===== src/verilog/eeprom_defs.svh =====
`ifndef EEPROM_DEFS_SVH
`define EEPROM_DEFS_SVH

// CLK cycles per SCL half period, 2 or more
`define EE_SCL_HALF 4

// 24C16 style device code, upper nibble of the control byte
`define EE_DEV_CODE 4'b1010

`define EE_ADDR_W 11 // byte address, 2K bytes

`define EE_NUM_CLIENTS 2

`endif

===== src/verilog/eeprom_pkg.sv =====
`include "eeprom_defs.svh"

package eeprom_pkg;

    // one client request
    typedef struct packed {
        logic                  wr;
        logic [`EE_ADDR_W-1:0] addr;
        logic [7:0]            wdata;
    } mem_req_t;

    typedef enum logic [1:0] {
        OP_START,
        OP_STOP,
        OP_WRITE_BYTE,
        OP_READ_BYTE
    } bus_op_t;

    typedef struct packed {
        logic [3:0] dev;
        logic [2:0] blk; // address bits 10..8
        logic       rnw;
    } ctrl_view_t;

    // byte on the wire, plain or as a control byte
    typedef union packed {
        logic [7:0] raw;
        ctrl_view_t ctrl;
    } shift_byte_u;

    typedef struct packed {
        bus_op_t     op;
        shift_byte_u data;
        logic        last; // read: send nack
    } bus_cmd_t;

endpackage


===== src/verilog/eeprom_sys.sv =====
`timescale 1ns/1ns

module eeprom_sys
    import eeprom_pkg::*;
(
    input  logic        CLK,
    input  logic        RESET,
    input  logic        wr_0,
    input  logic        rd_0,
    input  logic [10:0] addr_0,
    input  logic [7:0]  wdata_0,
    output logic        ack_0,
    output logic [7:0]  rdata_0,
    input  logic        wr_1,
    input  logic        rd_1,
    input  logic [10:0] addr_1,
    input  logic [7:0]  wdata_1,
    output logic        ack_1,
    output logic [7:0]  rdata_1,
    output logic        scl,
    output logic        sda_oe,  // 1 pulls sda low
    input  logic        sda_in
);

    mem_req_t   req;
    logic       req_valid;
    logic       busy;
    logic       done;
    logic [7:0] seq_rdata;
    bus_cmd_t   cmd;
    logic       cmd_valid;
    logic       cmd_done;
    logic [7:0] rx_byte;

    eeprom_arbiter u_arbiter (
        .CLK       (CLK),
        .RESET     (RESET),
        .wr_0      (wr_0),
        .rd_0      (rd_0),
        .addr_0    (addr_0),
        .wdata_0   (wdata_0),
        .wr_1      (wr_1),
        .rd_1      (rd_1),
        .addr_1    (addr_1),
        .wdata_1   (wdata_1),
        .busy      (busy),
        .done      (done),
        .rdata     (seq_rdata),
        .req       (req),
        .req_valid (req_valid),
        .ack_0     (ack_0),
        .ack_1     (ack_1),
        .rdata_0   (rdata_0),
        .rdata_1   (rdata_1)
    );

    eeprom_wr u_seq (
        .CLK       (CLK),
        .RESET     (RESET),
        .req       (req),
        .req_valid (req_valid),
        .cmd_done  (cmd_done),
        .rx_byte   (rx_byte),
        .busy      (busy),
        .done      (done),
        .rdata     (seq_rdata),
        .cmd       (cmd),
        .cmd_valid (cmd_valid)
    );

    i2c_bit_engine u_bit (
        .CLK       (CLK),
        .RESET     (RESET),
        .cmd       (cmd),
        .cmd_valid (cmd_valid),
        .sda_in    (sda_in),
        .cmd_done  (cmd_done),
        .rx_byte   (rx_byte),
        .scl       (scl),
        .sda_oe    (sda_oe)
    );

endmodule


===== src/verilog/eeprom_wr.sv =====
`timescale 1ns/1ns
`include "eeprom_defs.svh"

module eeprom_wr
    import eeprom_pkg::*;
(
    input  logic       CLK,
    input  logic       RESET,
    input  mem_req_t   req,
    input  logic       req_valid,
    input  logic       cmd_done,
    input  logic [7:0] rx_byte,
    output logic       busy,
    output logic       done,
    output logic [7:0] rdata,
    output bus_cmd_t   cmd,
    output logic       cmd_valid
);

    // one-hot main states
    localparam logic [9:0] S_IDLE     = 10'b00_0000_0001;
    localparam logic [9:0] S_WR_START = 10'b00_0000_0010;
    localparam logic [9:0] S_CTRL_WR  = 10'b00_0000_0100;
    localparam logic [9:0] S_ADDR_WR  = 10'b00_0000_1000;
    localparam logic [9:0] S_DATA_WR  = 10'b00_0001_0000;
    localparam logic [9:0] S_RD_START = 10'b00_0010_0000;
    localparam logic [9:0] S_CTRL_RD  = 10'b00_0100_0000;
    localparam logic [9:0] S_DATA_RD  = 10'b00_1000_0000;
    localparam logic [9:0] S_STOP     = 10'b01_0000_0000;
    localparam logic [9:0] S_ACKN     = 10'b10_0000_0000;

    logic [9:0] state;
    logic       sent; // command of this state already out
    mem_req_t   cur;
    bus_cmd_t   next_cmd;

    assign busy = (state != S_IDLE);

    always_comb
    begin
        next_cmd.op = OP_WRITE_BYTE;
        next_cmd.data.raw = cur.addr[7:0];
        next_cmd.last = 1'b0;
        case (state)
            S_WR_START, S_RD_START: next_cmd.op = OP_START;
            S_CTRL_WR, S_CTRL_RD:
            begin
                next_cmd.data.ctrl.dev = `EE_DEV_CODE;
                next_cmd.data.ctrl.blk = cur.addr[10:8];
                next_cmd.data.ctrl.rnw = (state == S_CTRL_RD);
            end
            S_DATA_WR: next_cmd.data.raw = cur.wdata;
            S_DATA_RD:
            begin
                next_cmd.op = OP_READ_BYTE;
                next_cmd.last = 1'b1; // single byte, nack it
            end
            S_STOP: next_cmd.op = OP_STOP;
            default: ;
        endcase
    end

    always_ff @(posedge CLK)
    begin
        if (RESET)
        begin
            state <= S_IDLE;
            sent <= 1'b0;
            cmd_valid <= 1'b0;
            done <= 1'b0;
        end
        else
        begin
            cmd_valid <= 1'b0;
            case (state)
                S_IDLE:
                begin
                    done <= 1'b0;
                    if (req_valid)
                        state <= S_WR_START; // both kinds open with a write header
                end
                S_ACKN:
                begin
                    done <= 1'b0;
                    state <= S_IDLE;
                end
                default:
                begin
                    if (!sent)
                    begin
                        cmd_valid <= 1'b1;
                        sent <= 1'b1;
                    end
                    else if (cmd_done)
                    begin
                        sent <= 1'b0;
                        case (state)
                            S_WR_START: state <= S_CTRL_WR;
                            S_CTRL_WR:  state <= S_ADDR_WR;
                            S_ADDR_WR:  state <= cur.wr ? S_DATA_WR : S_RD_START;
                            S_DATA_WR:  state <= S_STOP;
                            S_RD_START: state <= S_CTRL_RD;
                            S_CTRL_RD:  state <= S_DATA_RD;
                            S_DATA_RD:  state <= S_STOP;
                            S_STOP:
                            begin
                                state <= S_ACKN;
                                done <= 1'b1;
                            end
                            default:    state <= S_IDLE;
                        endcase
                    end
                end
            endcase
        end
    end

    always_ff @(posedge CLK)
    begin
        if (state == S_IDLE && req_valid)
            cur <= req;
        if (!sent)
            cmd <= next_cmd;
        if (state == S_DATA_RD && cmd_done)
            rdata <= rx_byte;
    end

endmodule


===== src/verilog/i2c_bit_engine.sv =====
`timescale 1ns/1ns
`include "eeprom_defs.svh"

module i2c_bit_engine
    import eeprom_pkg::*;
(
    input  logic       CLK,
    input  logic       RESET,
    input  bus_cmd_t   cmd,
    input  logic       cmd_valid,
    input  logic       sda_in,
    output logic       cmd_done,
    output logic [7:0] rx_byte,
    output logic       scl,
    output logic       sda_oe
);

    localparam int HALF = `EE_SCL_HALF;
    localparam int CW = $clog2(HALF);

    logic          running;
    bus_op_t       op;
    logic          last;
    logic [7:0]    tx;
    logic [CW-1:0] hcnt; // cycle within a half period
    logic [4:0]    hidx; // half period within the command
    logic [4:0]    end_idx;
    logic          is_byte;
    logic          half_end;
    logic          drive_now;
    logic          drv;

    // start and stop: low, high, high
    // bytes: low then high for each of the 9 bits
    function automatic logic half_scl(input bus_op_t o, input logic [4:0] idx);
        if (o == OP_WRITE_BYTE || o == OP_READ_BYTE)
            return idx[0];
        return idx != 5'd0;
    endfunction

    assign is_byte = (op == OP_WRITE_BYTE) || (op == OP_READ_BYTE);
    assign end_idx = is_byte ? 5'd17 : 5'd2;
    assign half_end = running && (hcnt == CW'(HALF - 1));

    // sda moves one cycle after scl, and only while scl is low on bytes
    assign drive_now = running && (hcnt == '0) && (!is_byte || !hidx[0]);

    always_comb
    begin
        case (op)
            OP_START:      drv = (hidx == 5'd2); // falls with scl high
            OP_STOP:       drv = (hidx != 5'd2); // rises with scl high
            OP_WRITE_BYTE: drv = (hidx < 5'd16) ? ~tx[7] : 1'b0; // release for ack
            default:       drv = (hidx >= 5'd16) && !last;
        endcase
    end

    always_ff @(posedge CLK)
    begin
        if (RESET)
        begin
            running <= 1'b0;
            cmd_done <= 1'b0;
            scl <= 1'b1;
            sda_oe <= 1'b0;
            hcnt <= '0;
            hidx <= '0;
        end
        else
        begin
            cmd_done <= 1'b0;
            if (cmd_valid && !running)
            begin
                running <= 1'b1;
                hcnt <= '0;
                hidx <= '0;
                scl <= half_scl(cmd.op, 5'd0);
            end
            else if (running)
            begin
                if (drive_now)
                    sda_oe <= drv;
                if (half_end)
                begin
                    hcnt <= '0;
                    if (hidx == end_idx)
                    begin
                        running <= 1'b0; // scl left high
                        cmd_done <= 1'b1;
                    end
                    else
                    begin
                        hidx <= hidx + 5'd1;
                        scl <= half_scl(op, hidx + 5'd1);
                    end
                end
                else
                    hcnt <= hcnt + 1'b1;
            end
        end
    end

    always_ff @(posedge CLK)
    begin
        if (cmd_valid && !running)
        begin
            op <= cmd.op;
            last <= cmd.last;
            tx <= cmd.data.raw;
        end
        else if (drive_now && op == OP_WRITE_BYTE && hidx < 5'd16)
            tx <= {tx[6:0], 1'b0}; // msb first
        // sample at the end of scl high, slave ack is not checked
        if (half_end && op == OP_READ_BYTE && hidx[0] && hidx < 5'd16)
            rx_byte <= {rx_byte[6:0], sda_in};
    end

endmodule


===== src/verilog/eeprom_arbiter.sv =====
`timescale 1ns/1ns
`include "eeprom_defs.svh"

module eeprom_arbiter
    import eeprom_pkg::*;
(
    input  logic        CLK,
    input  logic        RESET,
    input  logic        wr_0,
    input  logic        rd_0,
    input  logic [10:0] addr_0,
    input  logic [7:0]  wdata_0,
    input  logic        wr_1,
    input  logic        rd_1,
    input  logic [10:0] addr_1,
    input  logic [7:0]  wdata_1,
    input  logic        busy,
    input  logic        done,
    input  logic [7:0]  rdata,
    output mem_req_t    req,
    output logic        req_valid,
    output logic        ack_0,
    output logic        ack_1,
    output logic [7:0]  rdata_0,
    output logic [7:0]  rdata_1
);

    logic [`EE_NUM_CLIENTS-1:0] strobe;
    logic [`EE_NUM_CLIENTS-1:0] pend_valid;
    logic [`EE_NUM_CLIENTS-1:0] cand;
    mem_req_t in_req [`EE_NUM_CLIENTS];
    mem_req_t pend_req [`EE_NUM_CLIENTS];
    mem_req_t cand_req [`EE_NUM_CLIENTS];
    logic prio;
    logic grant_idx;
    logic in_flight;
    logic sel;
    logic issue;

    assign strobe = {wr_1 | rd_1, wr_0 | rd_0};
    assign in_req[0] = '{wr: wr_0, addr: addr_0, wdata: wdata_0}; // wr wins over rd
    assign in_req[1] = '{wr: wr_1, addr: addr_1, wdata: wdata_1};

    // a fresh strobe can go out in the same cycle it is latched
    always_comb
    begin
        for (int i = 0; i < `EE_NUM_CLIENTS; i++)
        begin
            cand[i] = pend_valid[i] | strobe[i];
            cand_req[i] = pend_valid[i] ? pend_req[i] : in_req[i];
        end
        sel = cand[prio] ? prio : ~prio;
        issue = !busy && !in_flight && (|cand);
    end

    always_ff @(posedge CLK)
    begin
        if (RESET)
        begin
            pend_valid <= '0;
            prio <= 1'b0;
            grant_idx <= 1'b0;
            in_flight <= 1'b0;
            req_valid <= 1'b0;
            ack_0 <= 1'b0;
            ack_1 <= 1'b0;
        end
        else
        begin
            req_valid <= issue;
            ack_0 <= done && !grant_idx;
            ack_1 <= done && grant_idx;
            for (int i = 0; i < `EE_NUM_CLIENTS; i++)
                if (strobe[i])
                    pend_valid[i] <= 1'b1;
            if (issue)
            begin
                in_flight <= 1'b1;
                grant_idx <= sel;
                if (&cand)
                    prio <= ~sel; // rival waited, it goes first next time
            end
            if (done)
            begin
                in_flight <= 1'b0;
                pend_valid[grant_idx] <= 1'b0;
            end
        end
    end

    always_ff @(posedge CLK)
    begin
        for (int i = 0; i < `EE_NUM_CLIENTS; i++)
            if (strobe[i] && !pend_valid[i])
                pend_req[i] <= in_req[i];
        if (issue)
            req <= cand_req[sel];
        if (done && !grant_idx)
            rdata_0 <= rdata;
        if (done && grant_idx)
            rdata_1 <= rdata;
    end

endmodule


===== config.mk =====
export PLATFORM = sky130hd
export DESIGN_NAME = eeprom_sys
export DESIGN_NICKNAME = d
export VERILOG_FILES = /design/src/verilog/eeprom_pkg.sv /design/src/verilog/eeprom_sys.sv /design/src/verilog/eeprom_wr.sv /design/src/verilog/i2c_bit_engine.sv /design/src/verilog/eeprom_arbiter.sv
export VERILOG_INCLUDE_DIRS = /design/src /design/src/verilog
export SDC_FILE = /design/constraint.sdc
export NUM_CORES = 1
export LEC_CHECK = 0
export BUFFER_PORTS_ARGS = -buffer_cell sky130_fd_sc_hd__buf_2
export CORE_MARGIN = 2
export CORE_UTILIZATION = 45
export DETAILED_ROUTE_END_ITERATION = 8
export PLACE_DENSITY_LB_ADDON = 0.2
export SYNTH_ARGS = -nofsm -noshare
export SYNTH_HDL_FRONTEND = slang
export SYNTH_SLANG_ARGS = --single-unit

===== constraint.sdc =====
create_clock -name CLK -period 3.9 [get_ports CLK]
set_input_delay 0.195 -clock CLK [delete_from_list [all_inputs] [get_ports CLK]]
set_output_delay 0.195 -clock CLK [all_outputs]
set_load 0.02 [all_outputs]

==> results.txt, run 1 <==
# IOs = 65
Synth Area in XOR/XNOR = 1.036%
sw power = 0.0009710 W
post-route ant nets = 0
wire length per cell = 16.30 µm
htree depth = 4
status = finished, final reports clean
Slew @ Worst Pin = 1.145 ns
Final GP Congestion = 0.8691
initial antenna violation count = 0
hold_sp = rd_0
Critical Path End Type = register
WS Path Type = reg -> reg
Fillers = 1171
WL final = 13020 µm
Vias/cell = 5.330
Clock Skew = 0.01265 ns
worst hold path class = in -> reg
Post-synth ARST share = 0%
share of cells above drive strength 1 = 18.70%
first-pass GRT wire length = 21290 µm
clock root buffer = clkbuf_16
die width = 126.6 µm
EDFF count, synth = 134
CTS buffer count = 17
GRT Total Usage = 16.99%
placed inst area = 0.007243 mm²
CTS tree = done
Mapped Cells = 500
Synth Area in Simple Gates = 13.37%
clock slew seen by the registers of the worst setup and hold paths = 0.06 ns
Final Max Tran Viols = 0
global routing's busiest layer = met2
FF/Latch Area = 0.004664 mm²
CP Max Fanout = 12
Synth Area in Compound Gates = 9.025%
Netlist Area Pre-Place = 0.006765 mm²
die height = 126.6 µm
pre-CTS setup slack = 1.572 ns
largest net degree at the start of global routing = 44
share of total power in the clock network = 38.6%
R2R setup slack = 1.50 ns
antenna cells = 0
Adder-Cell Fraction of Synth Area = 1.110%
flops & latches, synth = 166
Multi-input gate area = 0.001919 mm²
largest family of logic cells by synthesized area = simple AND/OR/NAND/NOR gates
cell taking the most area after synthesis = edfxtp_1
syn_area_per_cell = 13.53 µm²
global route overflow = 0
Cell Int Power = 0.003158 W
grt met3 use = 4.007%
Die ar. = 0.01603 mm²
final core occ = 56.34%
WP data arrival = 2.47 ns
Area growth syn-to-layout = 21.49%
worst-skew pair later-pin latency = 0.43 ns
Yosys warning total = 0
Setup Total Neg Slack = 0 ns
sequential share of the synthesized area = 68.95%
post-route setup slack = 1.503 ns
origin of the worst setup path = u_seq.state[2]
met2 Track Usage GR = 27.59%
Comb pwr share = 9.0%
post-synthesis mux area share = 3.699%
Leak = 2.973 nW
r2r startpoint = u_seq.state[2]
top post-synthesis cells by area = edfxtp_1, dfxtp_1, mux2i_1
Final Hold Vio Count = 0
peak supply drop = 281.6 µV
Initial Util = 46.37%
DRC = 0
Critical Path Max Stage Delay = 0.60 ns
sw frac = 23.52%
post-route cell area = 0.008219 mm²
max_slew headroom = 22.98%
Max-Cap Viols = 0
Post-layout nets = 653
vias = 4259
pwr/cell area = 502.3 mW/mm²
Max Buffers Root-to-Sink = 2
most numerous cell in the Yosys netlist = edfxtp_1
Critical Path Start Type = register
FP Rows = 44
hold slack final = 0.1797 ns
Peak Freq = 417.1 MHz
DR iter-0 viols = 161
clock sinks = 166
worst-path cell chain = or4_4, nor4_1, and2_1
unrepaired setup endpoints after global routing = false
I/O Buffers = 64
DR pass1 iterations = 4
top post-synthesis cells by count = edfxtp_1, nand2_1, dfxtp_1, a21oi_1
core region area = 0.01459 mm²
Net Count, Synth = 551
Final Critical Period = 2.397 ns
slowest CP cell = or4_4
top_reg_cell synth = edfxtp_1
worst path required time = 3.98 ns
M1 GR Usage = 21.75%
Distinct cells, synth = 58
post-CTS setup buffers = 0
sequential fraction of design power = 52.5%
Post-DP HPWL = 8550 µm
top cell type's share of synthesized area = 59.48%
period utilisation layout = 61.47%
vias in the first global route = 4252
endpoints failing setup = 0
[registers in the layout, summed over array words and instances, names as in the netlist, 10 cells and up]
| signal | count |
|---|---|
| u_arbiter.pend_req | 40 |
| u_arbiter.req | 20 |
| u_seq.cmd | 11 |
| u_seq.cur | 20 |
| u_seq.state | 10 |
[path summary, 6_finish.rpt]
path / end / cells after the start
worst max-delay path: u_seq.rdata[1] / 3
worst min register to register: u_seq.cur[11] / 0
worst max register to register: u_seq.rdata[1] / 3
worst min-delay path: u_arbiter.pend_valid[0] / 3
[worst max-delay path, delay by kind of cell, from the launching register on]
kind | cells | cell delay (ns)
flops | 1 | 0.43
simple gates | 3 | 1.61
[cell type report]
type	instances	area share, %
flip-flops and latches	166	56.75
multi-input cells	290	23.35
repair buffers	112	9.530
clock buffers	18	5.343
well taps	184	2.801
clock inverters	14	1.538
inverters	15	0.6850
[per-stage QoR]
| step | instances | power (W) |
|---|---|---|
| floorplan | 500 | 0.002426 |
| global placement | 726 | 0.002535 |
| detailed placement | 726 | 0.002547 |
| CTS | 799 | 0.004170 |
| global route | 799 | 0.004281 |
| finish | 799 | 0.004129 |
[kinds of logic after synthesis]
family | count (synthesis)
fa+ha+maj | 6
buf+inv | 44
flops | 166
simple gates | 161
compound gates | 90
xor+xnor | 8
mux | 25
[repair_timing]
action                     in CTS  in global routing
hold endpoints to repair       41                  0
setup endpoints to repair       0                  0
resized for setup               0                  0
hold buffers                   41                  0
[layout by cell type, fill, tap and decap left out, drive strengths merged, types with 10 or more instances in the layout]
master / n
inv: 17
edfxtp: 134
nor4: 10
buf: 71
nor2: 25
nor3: 14
a21oi: 31
a211oi: 24
dlygate4sd3: 41
mux2i: 25
dfxtp: 32
clkbuf: 18
and2: 13
nand2: 37
nor2b: 22
[per-layer routing]
metal  part of all wire, %  wire [µm]  vias up
li1                      -          -     2094
met1                    45       5916     2046
met2                    48       6316       96
met3                   3.7        487       23
met4                   2.3        304        0
met5                     0          0        -
[power by group through the flow]
stage	logic (W)	clock network, W	registers (W)
6_report	0.000370	0.00159	0.00217
3_5_place_dp	0.000340	0	0.00221
2_1_floorplan	0.000242	0	0.00218
3_3_place_gp	0.000332	0	0.00220
5_1_grt	0.000413	0.00168	0.00218
4_1_cts	0.000373	0.00163	0.00217
(Power assumes the default switching activity.)
==> run 2: changes to the inputs <==
Clock period 3.9 ns to 2.4 ns, I/O delays scaled along.
==> results.txt, run 2 (synthesized netlist as in run 1, its figures left out) <==
Critical Path Start Type = register
worst-skew pair later-pin latency = 0.42 ns (about the same)
DR pass1 iterations = 4 (unchanged)
CTS buffer count = 17 (unchanged)
die height = 126.6 µm (unchanged)
Worst Path Buf+Inv = 1 (+1)
wire length per cell = 15.96 µm (-2.1%)
max reg flops = 40 (unchanged)
DR iter-0 viols = 227 (+41%)
WS Path Type = reg -> reg
Peak Freq = 455.4 MHz (+9.2%)
GRT Total Usage = 17.10% (+0.11 points)
WL final = 12910 µm (-0.84%)
Leak = 3.037 nW (+2.2%)
leading cell types in the layout, fill and taps excluded = edfxtp_1, buf_2, dlygate4sd3_1
post-CTS setup buffers = 0 (unchanged)
endpoints failing setup = 0 (unchanged)
cts hold-fix bufs = 41 (unchanged)
Post-DP HPWL = 8957 µm (+4.8%)
Met1 Routed Length = 6080 µm (+2.8%)
post-route setup slack = 0.2042 ns (-1.298 ns)
unrepaired setup endpoints after global routing = false
I/O Buffers = 64 (unchanged)
vias = 4251 (-0.19%)
clock sinks = 166 (unchanged)
status = finished, final reports clean
pwr/cell area = 809.3 mW/mm² (+61%)
highest metal used = met4
Max-Cap Viols = 0 (unchanged)
# IOs = 65 (unchanged)
largest registers = u_arbiter.pend_req x40, u_arbiter.req x20, u_seq.cur x20
Vias/cell = 5.255 (-1.4%)
Final GP Congestion = 0.8858 (+1.9%)
Max Buffers Root-to-Sink = 2 (unchanged)
Final Hold Vio Count = 0 (unchanged)
first-pass GRT wire length = 21560 µm (+1.3%)
peak supply drop = 596.7 µV (+110%)
WP data arrival = 2.27 ns (-0.20 ns)
FP Rows = 44 (unchanged)
Final Max Tran Viols = 0 (unchanged)
vias in the first global route = 4355 (+2.4%)
share of cells above drive strength 1 = 19.68% (+0.98 points)
antenna cells = 0 (unchanged)
Final Critical Period = 2.196 ns (-0.2016 ns)
clock slew seen by the registers of the worst setup and hold paths = 0.06 ns (about the same)
R2R setup slack = 0.20 ns (-1.30 ns)
clock root buffer = clkbuf_16
CP Max Fanout = 9 (-3)
Top delay family on crit path = simple AND/OR/NAND/NOR gates
worst-path cell chain = or4_4, nor4_1, buf_4, and2_1
core region area = 0.01459 mm² (unchanged)
pre-CTS setup slack = 0.2325 ns (-1.340 ns)
Resized Gates After CTS = 0 (unchanged)
Slew @ Worst Pin = 1.082 ns (-0.06343 ns)
worst path required time = 2.48 ns (-1.50 ns)
worst hold path class = in -> reg
max_slew headroom = 27.85% (+4.9 points)
htree depth = 4 (unchanged)
Die ar. = 0.01603 mm² (unchanged)
period utilisation layout = 91.49% (+30 points)
most common cell after layout, fill and taps aside = edfxtp_1
post-route ant nets = 0 (unchanged)
Most flops, register = u_arbiter.pend_req
met3 wire len = 474 µm (-2.7%)
Critical Path End Type = register
largest net degree at the start of global routing = 43 (-2.3%)
Initial Util = 46.37% (unchanged)
initial antenna violation count = 0 (unchanged)
global route overflow = 0 (unchanged)
slowest CP cell = or4_4
Critical Path Max Stage Delay = 0.56 ns (-0.04 ns)
Clock Skew = 0.009257 ns (-0.003394 ns)
Post-layout nets = 665 (+1.8%)
DRC = 0 (unchanged)
Area growth syn-to-layout = 22.73%
die width = 126.6 µm (unchanged)
Setup Total Neg Slack = 0 ns (unchanged)
Met2 Wirelength = 6196 µm (-1.9%)
CTS tree = done
-- run 2: changes by cell type in the layout (fill, tap and decap cells not counted) --
cell / previous run / this run
clkinv_2: 4 / 3
clkinv_1: 1 / 2
clkbuf_8: 1 / 0
buf_4: 7 / 19
clkinvlp_4: 4 / 1
inv_8: 1 / 0
clkbuf_1: 0 / 1
bufinv_16: 1 / 2
clkinv_4: 2 / 3
-- run 2: power by group --
| group | switching, W | internal, W | total (W) |
|---|---|---|---|
| registers | 0.0000959 | 0.00343 | 0.00352 |
| clock network | 0.00105 | 0.00152 | 0.00257 |
| logic | 0.000366 | 0.000263 | 0.000629 |
| total | 0.00151 | 0.00521 | 0.00672 |
-- run 2: final cells by class --
class                           count  area [µm²]
Multi-Input combinational cell    290        1919
Fill cell                        1144        6286
Timing Repair Buffer              124       873.3
Clock inverter                     12       130.1
Inverter                           15       56.30
Sequential cell                   166        4664
Tap cell                          184       230.2
Clock buffer                       18       429.2
-- run 2: worst register-to-register path: cells and delay by family, from the launching register on --
kind	cells	cell delay [ns]
and+or+nand+nor	3	1.26
DFF	1	0.41
buffers and inverters	1	0.19
-- run 2: worst paths after layout --
| path | cells after the start | end | start |
|---|---|---|---|
| max | 4 | u_seq.rdata[6] | u_seq.state[1] |
| min | 2 | u_seq.state[2] | RESET |
| max reg2reg | 4 | u_seq.rdata[6] | u_seq.state[1] |
| min reg2reg | 0 | u_seq.rdata[7] | u_bit.rx_byte[7] |
-- run 2: metrics by stage --
stage	hold WS [ns]	instance area (µm²)	instances	total power (W)	util [%]
after CTS	0.09237	8303	809	0.006794	56.91
after global routing	0.1284	8303	809	0.007004	56.91
final	0.1079	8303	809	0.006720	56.91
after floorplan	0.2189	6770	500	0.003943	-
after detailed placement	0.2981	7333	738	0.004169	50.27
after global placement	0.2990	7333	738	0.004145	50.27
-- run 2: layer usage --
metal / GRT usage, % / up-vias
met5: 0 / -
met4: 5.430 / 0
met3: 4.808 / 13
met2: 26.68 / 82
met1: 23.39 / 2040
li1: - / 2116
